### src/plsv_pkg.sv
package plsv_pkg;

	// local-bus word address width
	localparam int LB_ADDR_W = 8;

	// axi side
	typedef logic [31:0] axi_addr_t;
	typedef logic [LB_ADDR_W-1:0] lb_addr_t;
	typedef logic [31:0] lb_data_t;
	typedef logic [3:0] axi_strb_t;
	typedef logic [1:0] axi_resp_t;

	localparam axi_resp_t RESP_OKAY = 2'b00;
	localparam axi_resp_t RESP_SLVERR = 2'b10;

	// stream side, four 64-bit dac lanes and four 16-bit adc samples
	typedef logic [255:0] dac_data_t;
	typedef logic [31:0] dac_strb_t;
	typedef logic [63:0] adc_data_t;
	typedef logic [7:0] adc_strb_t;
	typedef logic [31:0] beat_count_t;

	// master to slave
	typedef struct packed {
		axi_addr_t awaddr;
		logic awvalid;
		lb_data_t wdata;
		axi_strb_t wstrb;
		logic wvalid;
		logic bready;
		axi_addr_t araddr;
		logic arvalid;
		logic rready;
	} axi_req_t;

	// slave to master
	typedef struct packed {
		logic awready;
		logic wready;
		logic bvalid;
		axi_resp_t bresp;
		logic arready;
		logic rvalid;
		lb_data_t rdata;
		axi_resp_t rresp;
	} axi_rsp_t;

	typedef struct packed {
		lb_addr_t waddr;
		lb_data_t wdata;
		axi_strb_t wstrb;
		logic wren;
		lb_addr_t raddr;
		logic rden;
	} lb_req_t;

	// err flags an unmapped address
	typedef struct packed {
		lb_data_t rdata;
		logic rvalid;
		logic err;
	} lb_rsp_t;

	typedef struct packed {
		logic tvalid;
		dac_data_t tdata;
		dac_strb_t tstrb;
		logic tlast;
	} dac_stream_t;

	typedef struct packed {
		logic tvalid;
		adc_data_t tdata;
		adc_strb_t tstrb;
		logic tlast;
	} adc_stream_t;

	typedef enum logic [2:0] {
		IDLE,
		WR_STROBE,
		WR_RESP,
		RD_STROBE,
		RD_WAIT,
		RD_DATA
	} bridge_state_t;

	// register map, word addresses
	localparam lb_addr_t REG_RESETS = 8'd0;
	localparam lb_addr_t REG_LOOP_CTRL = 8'd1;
	localparam lb_addr_t REG_BEAT_COUNT = 8'd2;
	localparam lb_addr_t REG_ID = 8'd3;

	localparam lb_data_t PLSV_ID = 32'h504c5356;

endpackage

### src/axi_lb_bridge.sv
`timescale 1ns/1ps

module axi_lb_bridge import plsv_pkg::*; (
	input logic pl_clk0,
	input logic reset,
	input axi_req_t axi_req,
	output axi_rsp_t axi_rsp,
	output lb_req_t lb_req,
	input lb_rsp_t lb_rsp
);

	bridge_state_t state;
	bridge_state_t state_d;

	// latched transfer
	lb_addr_t addr_q;
	lb_data_t wdata_q;
	axi_strb_t strb_q;
	lb_data_t rdata_q;
	axi_resp_t resp_q;

	logic wr_accept;
	logic rd_accept;

	// write needs aw and w together, and wins over a pending read
	assign wr_accept = (state == IDLE) && axi_req.awvalid && axi_req.wvalid;
	assign rd_accept = (state == IDLE) && axi_req.arvalid && !wr_accept;

	always_comb begin
		state_d = state;
		case (state)
			IDLE: begin
				if (wr_accept) begin
					state_d = WR_STROBE;
				end else if (rd_accept) begin
					state_d = RD_STROBE;
				end
			end
			// one wren cycle, then response
			WR_STROBE: state_d = WR_RESP;
			WR_RESP: begin
				if (axi_req.bready) begin
					state_d = IDLE;
				end
			end
			RD_STROBE: state_d = RD_WAIT;
			// regs answer one cycle after rden
			RD_WAIT: begin
				if (lb_rsp.rvalid) begin
					state_d = RD_DATA;
				end
			end
			RD_DATA: begin
				if (axi_req.rready) begin
					state_d = IDLE;
				end
			end
			default: state_d = IDLE;
		endcase
	end

	always_ff @(posedge pl_clk0) begin
		if (reset) begin
			state <= IDLE;
		end else begin
			state <= state_d;
		end
	end

	// payload capture
	always_ff @(posedge pl_clk0) begin
		if (wr_accept) begin
			// byte address to word address
			addr_q <= axi_req.awaddr[LB_ADDR_W+1:2];
			wdata_q <= axi_req.wdata;
			strb_q <= axi_req.wstrb;
		end else if (rd_accept) begin
			addr_q <= axi_req.araddr[LB_ADDR_W+1:2];
		end
		// write err is valid alongside wren
		if (state == WR_STROBE) begin
			resp_q <= lb_rsp.err ? RESP_SLVERR : RESP_OKAY;
		end
		if (state == RD_WAIT && lb_rsp.rvalid) begin
			rdata_q <= lb_rsp.rdata;
			resp_q <= lb_rsp.err ? RESP_SLVERR : RESP_OKAY;
		end
	end

	// axi handshakes
	assign axi_rsp.awready = wr_accept;
	assign axi_rsp.wready = wr_accept;
	assign axi_rsp.arready = rd_accept;
	assign axi_rsp.bvalid = (state == WR_RESP);
	assign axi_rsp.bresp = resp_q;
	assign axi_rsp.rvalid = (state == RD_DATA);
	assign axi_rsp.rdata = rdata_q;
	assign axi_rsp.rresp = resp_q;

	// local-bus strobes
	assign lb_req.waddr = addr_q;
	assign lb_req.wdata = wdata_q;
	assign lb_req.wstrb = strb_q;
	assign lb_req.wren = (state == WR_STROBE);
	assign lb_req.raddr = addr_q;
	assign lb_req.rden = (state == RD_STROBE);

	// response held until taken
	a_bvalid_hold: assert property (@(posedge pl_clk0) disable iff (reset)
		axi_rsp.bvalid && !axi_req.bready |=> axi_rsp.bvalid);

	a_rdata_hold: assert property (@(posedge pl_clk0) disable iff (reset)
		axi_rsp.rvalid && !axi_req.rready |=> axi_rsp.rvalid && $stable(axi_rsp.rdata));

endmodule

### src/cfg_regs.sv
`timescale 1ns/1ps

module cfg_regs import plsv_pkg::*; #(
	parameter int N_RESETS = 8
) (
	input logic pl_clk0,
	input logic reset,
	input lb_req_t lb_req,
	output lb_rsp_t lb_rsp,
	output logic [N_RESETS-1:0] cfg_resetn,
	output logic loop_en,
	output logic count_clear,
	input beat_count_t beat_count
);

	lb_data_t resets_q;
	lb_data_t rdata_q;
	logic rvalid_q;
	logic rd_err_q;
	logic wr_resets;
	logic wr_ctrl;

	function automatic logic is_mapped(lb_addr_t addr);
		return addr inside {REG_RESETS, REG_LOOP_CTRL, REG_BEAT_COUNT, REG_ID};
	endfunction

	// write decode, read-only and unmapped words fall through
	assign wr_resets = lb_req.wren && (lb_req.waddr == REG_RESETS);
	assign wr_ctrl = lb_req.wren && (lb_req.waddr == REG_LOOP_CTRL);

	always_ff @(posedge pl_clk0) begin
		if (reset) begin
			resets_q <= '0;
			loop_en <= 1'b0;
			count_clear <= 1'b0;
		end else begin
			// bit 1 is self-clearing, so only a pulse
			count_clear <= wr_ctrl && lb_req.wstrb[0] && lb_req.wdata[1];
			if (wr_resets) begin
				// per-byte merge
				for (int b = 0; b < 4; b++) begin
					if (lb_req.wstrb[b]) begin
						resets_q[8*b +: 8] <= lb_req.wdata[8*b +: 8];
					end
				end
			end
			if (wr_ctrl && lb_req.wstrb[0]) begin
				loop_en <= lb_req.wdata[0];
			end
		end
	end

	// read response one cycle after rden
	always_ff @(posedge pl_clk0) begin
		if (reset) begin
			rvalid_q <= 1'b0;
			rd_err_q <= 1'b0;
		end else begin
			rvalid_q <= lb_req.rden;
			rd_err_q <= lb_req.rden && !is_mapped(lb_req.raddr);
		end
	end

	always_ff @(posedge pl_clk0) begin
		if (lb_req.rden) begin
			case (lb_req.raddr)
				REG_RESETS: rdata_q <= resets_q;
				// clear bit reads back as 0
				REG_LOOP_CTRL: rdata_q <= {31'b0, loop_en};
				REG_BEAT_COUNT: rdata_q <= beat_count;
				REG_ID: rdata_q <= PLSV_ID;
				default: rdata_q <= '0;
			endcase
		end
	end

	assign lb_rsp.rdata = rdata_q;
	assign lb_rsp.rvalid = rvalid_q;
	// write err same cycle as wren
	assign lb_rsp.err = rd_err_q || (lb_req.wren && !is_mapped(lb_req.waddr));

	// low bits straight out, 0 holds the block in reset
	assign cfg_resetn = resets_q[N_RESETS-1:0];

	// bridge issues one strobe at a time
	a_one_strobe: assert property (@(posedge pl_clk0) disable iff (reset)
		!(lb_req.wren && lb_req.rden));

endmodule

### src/dac_adc_loopback.sv
`timescale 1ns/1ps

module dac_adc_loopback import plsv_pkg::*; (
	input logic pl_clk0,
	input logic reset,
	input logic loop_en,
	input logic count_clear,
	input dac_stream_t dac,
	output logic dac_tready,
	output adc_stream_t adc,
	input logic adc_tready,
	output beat_count_t beat_count
);

	adc_data_t repack_data;
	adc_strb_t repack_strb;
	// one-entry output stage
	logic valid_q;
	adc_data_t data_q;
	adc_strb_t strb_q;
	logic last_q;
	logic dac_fire;
	logic adc_fire;

	// low 16 bits of each 64-bit lane, every fourth strobe bit
	always_comb begin
		for (int k = 0; k < 4; k++) begin
			repack_data[16*k +: 16] = dac.tdata[64*k +: 16];
		end
		for (int j = 0; j < 8; j++) begin
			repack_strb[j] = dac.tstrb[4*j];
		end
	end

	// accept when empty or draining this cycle
	assign dac_tready = loop_en && (!valid_q || adc_tready);
	assign dac_fire = dac.tvalid && dac_tready;
	assign adc_fire = valid_q && adc_tready;

	always_ff @(posedge pl_clk0) begin
		if (reset) begin
			valid_q <= 1'b0;
		end else if (dac_fire) begin
			valid_q <= 1'b1;
		end else if (adc_fire) begin
			valid_q <= 1'b0;
		end
	end

	always_ff @(posedge pl_clk0) begin
		if (dac_fire) begin
			data_q <= repack_data;
			strb_q <= repack_strb;
			last_q <= dac.tlast;
		end
	end

	// adc handshakes, wraps
	always_ff @(posedge pl_clk0) begin
		if (reset || count_clear) begin
			beat_count <= '0;
		end else if (adc_fire) begin
			beat_count <= beat_count + 1'b1;
		end
	end

	assign adc.tvalid = valid_q;
	assign adc.tdata = data_q;
	assign adc.tstrb = strb_q;
	assign adc.tlast = last_q;

	// stalled beat stays put
	a_adc_stall: assert property (@(posedge pl_clk0) disable iff (reset)
		adc.tvalid && !adc_tready |=> adc.tvalid && $stable(adc));

endmodule

### src/plsv_top.sv
`timescale 1ns/1ps

module plsv_top import plsv_pkg::*; #(
	parameter int N_RESETS = 8
) (
	input logic pl_clk0,
	input logic reset,
	input axi_req_t axi_req,
	output axi_rsp_t axi_rsp,
	output logic [N_RESETS-1:0] cfg_resetn,
	input dac_stream_t dac,
	output logic dac_tready,
	output adc_stream_t adc,
	input logic adc_tready
);

	// bridge to register block
	lb_req_t lb_req;
	lb_rsp_t lb_rsp;

	// register block to loopback
	logic loop_en;
	logic count_clear;
	beat_count_t beat_count;

	axi_lb_bridge u_bridge (
		.pl_clk0 (pl_clk0),
		.reset   (reset),
		.axi_req (axi_req),
		.axi_rsp (axi_rsp),
		.lb_req  (lb_req),
		.lb_rsp  (lb_rsp)
	);

	cfg_regs #(
		.N_RESETS (N_RESETS)
	) u_regs (
		.pl_clk0     (pl_clk0),
		.reset       (reset),
		.lb_req      (lb_req),
		.lb_rsp      (lb_rsp),
		.cfg_resetn  (cfg_resetn),
		.loop_en     (loop_en),
		.count_clear (count_clear),
		.beat_count  (beat_count)
	);

	// dac beats back in as adc beats
	dac_adc_loopback u_loopback (
		.pl_clk0     (pl_clk0),
		.reset       (reset),
		.loop_en     (loop_en),
		.count_clear (count_clear),
		.dac         (dac),
		.dac_tready  (dac_tready),
		.adc         (adc),
		.adc_tready  (adc_tready),
		.beat_count  (beat_count)
	);

endmodule

### config.mk
export PLATFORM = sky130hd
export DESIGN_NAME = plsv_top
export DESIGN_NICKNAME = d
export VERILOG_FILES = /design/src/plsv_pkg.sv /design/src/axi_lb_bridge.sv /design/src/cfg_regs.sv /design/src/dac_adc_loopback.sv /design/src/plsv_top.sv
export SDC_FILE = /design/constraint.sdc
export NUM_CORES = 1
export LEC_CHECK = 0
export BUFFER_PORTS_ARGS = -buffer_cell sky130_fd_sc_hd__buf_2
export CAP_MARGIN = 20
export CORE_AREA = 2 2 205 207
export DETAILED_ROUTE_END_ITERATION = 10
export DIE_AREA = 0 0 207 209
export GPL_TIMING_DRIVEN = 0
export MAX_ROUTING_LAYER = met4
export PLACE_DENSITY = 0.56
export SKIP_CTS_REPAIR_TIMING = 1
export SYNTH_ARGS = -nofsm -noshare
export SYNTH_HDL_FRONTEND = slang
export SYNTH_SLANG_ARGS = --single-unit
### constraint.sdc
create_clock -name pl_clk0 -period 4.7 [get_ports pl_clk0]
set_clock_uncertainty 0.05 [all_clocks]
set_input_delay 0.47 -clock pl_clk0 [delete_from_list [all_inputs] [get_ports pl_clk0]]
set_output_delay 0.47 -clock pl_clk0 [all_outputs]
set_load 0.02 [all_outputs]
Word level (Yosys, flattened, before mapping)
Cells that the tools add are included.

storage, ports and cells
  output and inout bits = 124
  bits of input ports = 398
  bits in registers = 255
  logic and storage cells = 78

cells by class
  add/subtract/negate cells = 1
  reductions and logical operators = 31
  eq/ne operators = 12
  multiplexer cells = 14

operator list
  operator                                                                  count
  32-bit case mux with 4 select lines                                       1
  32-bit by 1-bit adder with 32-bit output (second input constant)          1
  3-bit case mux with 6 select lines                                        1
  8-bit by 2-bit == test with 1-bit output (second input constant)          2
  8-bit 2-to-1 mux                                                          2
  3-bit 2-to-1 mux                                                          5
  1-bit logical AND                                                         14
  8-bit by 1-bit == test with 1-bit output (second input constant)          1
  8-bit logical NOT                                                         1
  2-bit AND reduction                                                       4
  3-bit by 2-bit == test with 1-bit output (second input constant)          2
  3-bit == test (second input constant)                                     2
  2-bit 2-to-1 mux                                                          3
  2-bit nonzero test                                                        3
  2-bit inequality test (second input constant)                             2
  4-bit AND reduction                                                       1
  4-bit nonzero test                                                        1
  3-bit by 1-bit == test with 1-bit output (second input constant)          1
  1-bit logical NOT                                                         3
  3-bit logical NOT                                                         1
  1-bit logical OR                                                          3
  3-bit by 1-bit inequality test with 1-bit output (second input constant)  1
  1-bit 2-to-1 mux                                                          2
  2-bit by 1-bit inequality test with 1-bit output (second input constant)  1

Logic depth before layout (Yosys ltp)
  depth in word-level cells = 8
  depth in mapped cells = 7

Hierarchy
From an unflattened synthesis, not the netlist that was laid out.

unflattened totals
  cells, all modules = 685
  area total of the unflattened synthesis = 9765.6 µm²

modules (own cells, without submodules)
  module            times used  area an instance (µm²)  cells each
  dac_adc_loopback  1           3831.2                  263
  cfg_regs          1           3161.8                  289
  axi_lb_bridge     1           2772.7                  133

Least setup slack after synthesis
No wires, ideal clock.

  kind = register to output
  start = register u_bridge.state[2]
  end = output port axi_rsp[39] in the netlist's numbering
  path buffers = 2
  slack = 0.587 ns
  data required time = 4.180 ns
  arrival = 3.593 ns
  cell stages (with the launch flop) = 4
  cells stage by stage = dfxtp_1 -> clkbuf_1 -> nor4_2 -> buf_4

between the ends
  longest elaborated chain between the ends = 3

ends and longest elaborated chain
  item                             line                 source
  from (decl)                      axi_lb_bridge.sv:12  bridge_state_t state;
  from (signal assigned)           axi_lb_bridge.sv:66  state <= state_d;
  3-bit logical NOT                axi_lb_bridge.sv:26  assign wr_accept = (state == IDLE) && axi_req.awvalid && axi_req.wvalid;
  1-bit logical AND (2 in series)  axi_lb_bridge.sv:26
  to (decl)                        plsv_top.sv:9        output axi_rsp_t axi_rsp,

No other way between the ends.

Worst setup path after layout
Ends and elaborated chain as after synthesis.

==> summary.txt <==
CTS
  • Worst-path clk slew: 60 ps
  • H-tree depth: 1
  • Clk_lat worst skew: 560 ps
  • CTS tree: built
  • Root buf cell: clkbuf_16
  • CTS Buffer Depth: 3
  • CTS Sinks: 254
  • CTS buffer count: 29

Placement
  • Placed insts: 1431
  • Dpl hpwl: 21200 um
  • PortBufs: 254
  • RePlAce Congestion: 0.790
  • DP Area: 0.0114 mm^2

Worst setup path
  • Crit path capture: axi_rsp[39]
  • CP bufs+invs: 6
  • Crit path launch type: flop
  • Crit path max-delay cell type: nor4_4
  • Top cell by count, worst path: buf_6
  • Reg-to-Reg End: u_regs.rdata_q[16]$_DFFE_PP_
  • Worst EP required: 4180 ps
  • Critical-path cell list: clkbuf_1 -> nor4_4 -> buf_8 -> buf_6 -> buf_6 -> buf_4 -> buf_2
  • Crit-path max FO: 15
  • Crit end category: primary output
  • Worst setup path class: reg -> out
  • Critical R2R Launch: u_bridge.addr_q[3]$_DFFE_PP_
  • Worst path max stage delay: 640 ps
  • WP depth: 7
  • R2r setup slk: 2170 ps
  • Critical path's top delay family: buffers and inverters
  • Crit path from: u_bridge.state[2]$_SDFFE_PP0P_
  • Worst Path Arrival: 2700 ps
  • R2R depth: 7

Floorplanning
  • Ports: 522
  • Core Footprint: 0.0413 mm^2
  • Effective utilization at floorplan: 0.226
  • Die boundary width: 207 um
  • Die Y: 209 um
  • Full die area: 0.0433 mm^2
  • Core Rows: 75

Timing
  • Final period util: 0.685
  • Post-route minimum period: 3220 ps
  • Fmax achieved: 311 MHz
  • RSZ-0062 raised after global routing: false
  • Worst slew margin: 0.400
  • TNS Setup: 0 ps
  • # setup viols final: 0
  • Final hold violation count: 0
  • Worst-Margin Slew: 900 ps
  • Pins Over Slew Limit: 0

Layout
  • Multi-input logic area: 0.00213 mm^2
  • Non-filler cells, final: 1496
  • Fill cell count: 4239
  • Sequential cell area: 0.00691 mm^2
  • Area grow syn2layout: 33.1%
  • Share of layout cells above drive strength 1: 0.366
  • Core Util, Final: 0.300
  • Final nets: 1333
  • Post-route cell area: 0.0124 mm^2

Global routing
  • GRT met1 Usage: 0.148
  • Largest net degree at the start of global routing: 74
  • Global-route wire length before repair: 38800 um
  • Met2 Use GR: 0.210
  • M3 GR Usage: 0.0228
  • All-Layer GR Usage: 0.123
  • Vias in the first global route: 6006
  • Gr busiest metal: met2
  • Antenna violations before repair: 8
  • Grt ovf: 0

Logic synthesis
  • Yosys top cell area share: 0.587
  • Mapped Area: 0.00931 mm^2
  • Cells after Synth: 631
  • Syn. warnings: 0
  • Yosys top cell by area: edfxtp_1
  • Synth cell types: 48
  • Top cells by area, synth: edfxtp_1 59%, dfxtp_1 15%, mux2i_1 3.9%
  • Syn avg cell area: 14.8 um^2
  • #FFs+latches synth: 254
  • Sequential share of the synthesized area: 0.742

Job
  • Max-cap violations: 0

Detailed routing
  • Via count: 6127
  • Vias per std cell: 4.10
  • Antenna Nets Post-Route: 0
  • WL final: 26700 um
  • Avg WL per Cell: 17.9 um
  • Remaining DRCs: 0
  • DR pass1 iterations: 4
  • DR iter-0 viols: 216

Power
  • PwrDens: 397 mW/mm^2
  • Pwr Total: 4.92 mW
  • Peak supply drop: 0.214 mV
  • Leak pwr: 4.49 nW

Run status
  • Outcome: complete, no violations

Worst hold path
  • HP Class: in -> reg
  • Hold wc startpoint: dac[99]
==> per-layer routing <==
layer / up-vias / wire [um]
met5: - / 0
met3: 54 / 1590
li1: 2973 / -
met4: 0 / 646
met2: 224 / 13100
met1: 2876 / 11400
==> metrics by stage <==
step	hold WS (ps)	setup WS [ps]
2_1_floorplan	350	587
5_1_grt	0.399	1300
4_1_cts	-9.79	1430
6_report	36.0	1480
3_5_place_dp	355	2030
3_3_place_gp	356	-943
==> cells in the final DEF, fill, tap and decap left out, types with 8 or more instances in the layout <==
master           n
clkbuf_1        29
dfxtp_1         72
buf_2          259
inv_1            9
nor2_1          52
or3_1            8
buf_4           18
clkbuf_16       29
edfxtp_1       182
a22o_1          18
nand3_1         11
o31ai_1         12
nand2_1         29
mux2_2           8
nand4_1          8
or4_1           17
a21oi_1         38
dlygate4sd3_1   11
o21ai_0         22
mux2i_1         36
==> Yosys cell counts, drive strengths merged <==
master    n
and2      2
o22ai     1
or2b      1
nand2    29
inv      10
conb      1
edfxtp  182
buf      25
o21ai    22
o21a      1
or4bb     4
a211oi    2
ha        1
nor4      9
nand2b    2
a22o     18
nor3      6
mux2      8
or4      17
a21o      1
mux2i    36
nand3b    2
o31ai    12
nor3b     3
xor2      4
and3      3
nand4     8
or2       4
clkbuf   23
nor2     53
or3       8
dfxtp    72
or3b      1
xnor2     6
a21oi    38
a31oi     1
and4      2
o21bai    1
nand3    12
==> cell type report <==
cell class                 instances  area share
clock buffer                      37      0.0610
inverter                          10     0.00323
clock inverter                    16      0.0131
buffer                            48      0.0213
tap                              539      0.0544
timing repair buffer             271       0.118
sequential                       254       0.557
antenna                            1    0.000202
multi-input combinational        320       0.172
==> worst min path at each step <==
stage | end | slack, ps | depth (start not counted)
floorplan | u_bridge.rdata_q[0]$_DFFE_PP_ | 350 | 0
global placement | u_bridge.rdata_q[1]$_DFFE_PP_ | 360 | 0
detailed placement | u_bridge.rdata_q[12]$_DFFE_PP_ | 350 | 0
CTS | u_loopback.data_q[38]$_DFFE_PP_ | -10 | 1
global route | u_loopback.data_q[37]$_DFFE_PP_ | 0.4 | 1
finish | u_loopback.data_q[18]$_DFFE_PP_ | 40 | 1
==> flip-flops by register name, indices dropped and copies added (netlist names), 3 cells and up <==
signal,count
u_bridge.addr_q,8
u_bridge.rdata_q,32
u_bridge.state,3
u_bridge.strb_q,4
u_bridge.wdata_q,32
u_loopback.beat_count,32
u_loopback.data_q,64
u_loopback.strb_q,8
u_regs.rdata_q,32
u_regs.resets_q,32
==> where the power goes <==
group / total [mW] / internal [mW] / switching [mW]
logic: 0.258 / 0.107 / 0.151
clock network: 2.18 / 1.30 / 0.887
registers: 2.48 / 2.46 / 0.0178
==> kinds of logic (layout without fill, tap and decap cells) <==
| group | Yosys count | count (layout) | share of synthesized area |
|---|---|---|---|
| flops | 254 | 254 | 0.742 |
| simple gates | 166 | 166 | 0.102 |
| compound gates | 97 | 97 | 0.0642 |
| buf+inv | 58 | 382 | 0.0324 |
| mux | 44 | 44 | 0.0484 |
| xor+xnor | 10 | 10 | 0.00940 |
| fa+ha+maj | 1 | 1 | 0.00134 |
| other cells | 1 | 3 | 0.000403 |
==> worst register-to-register path, stage by stage, from the launching register on <==
cell and delay (ps):
edfxtp_1 360, or4_1 520, buf_4 190, or2_1 210, clkbuf_1 210, nor2_4 350
buf_4 260, a22o_1 230
(Power assumes the default switching activity.)
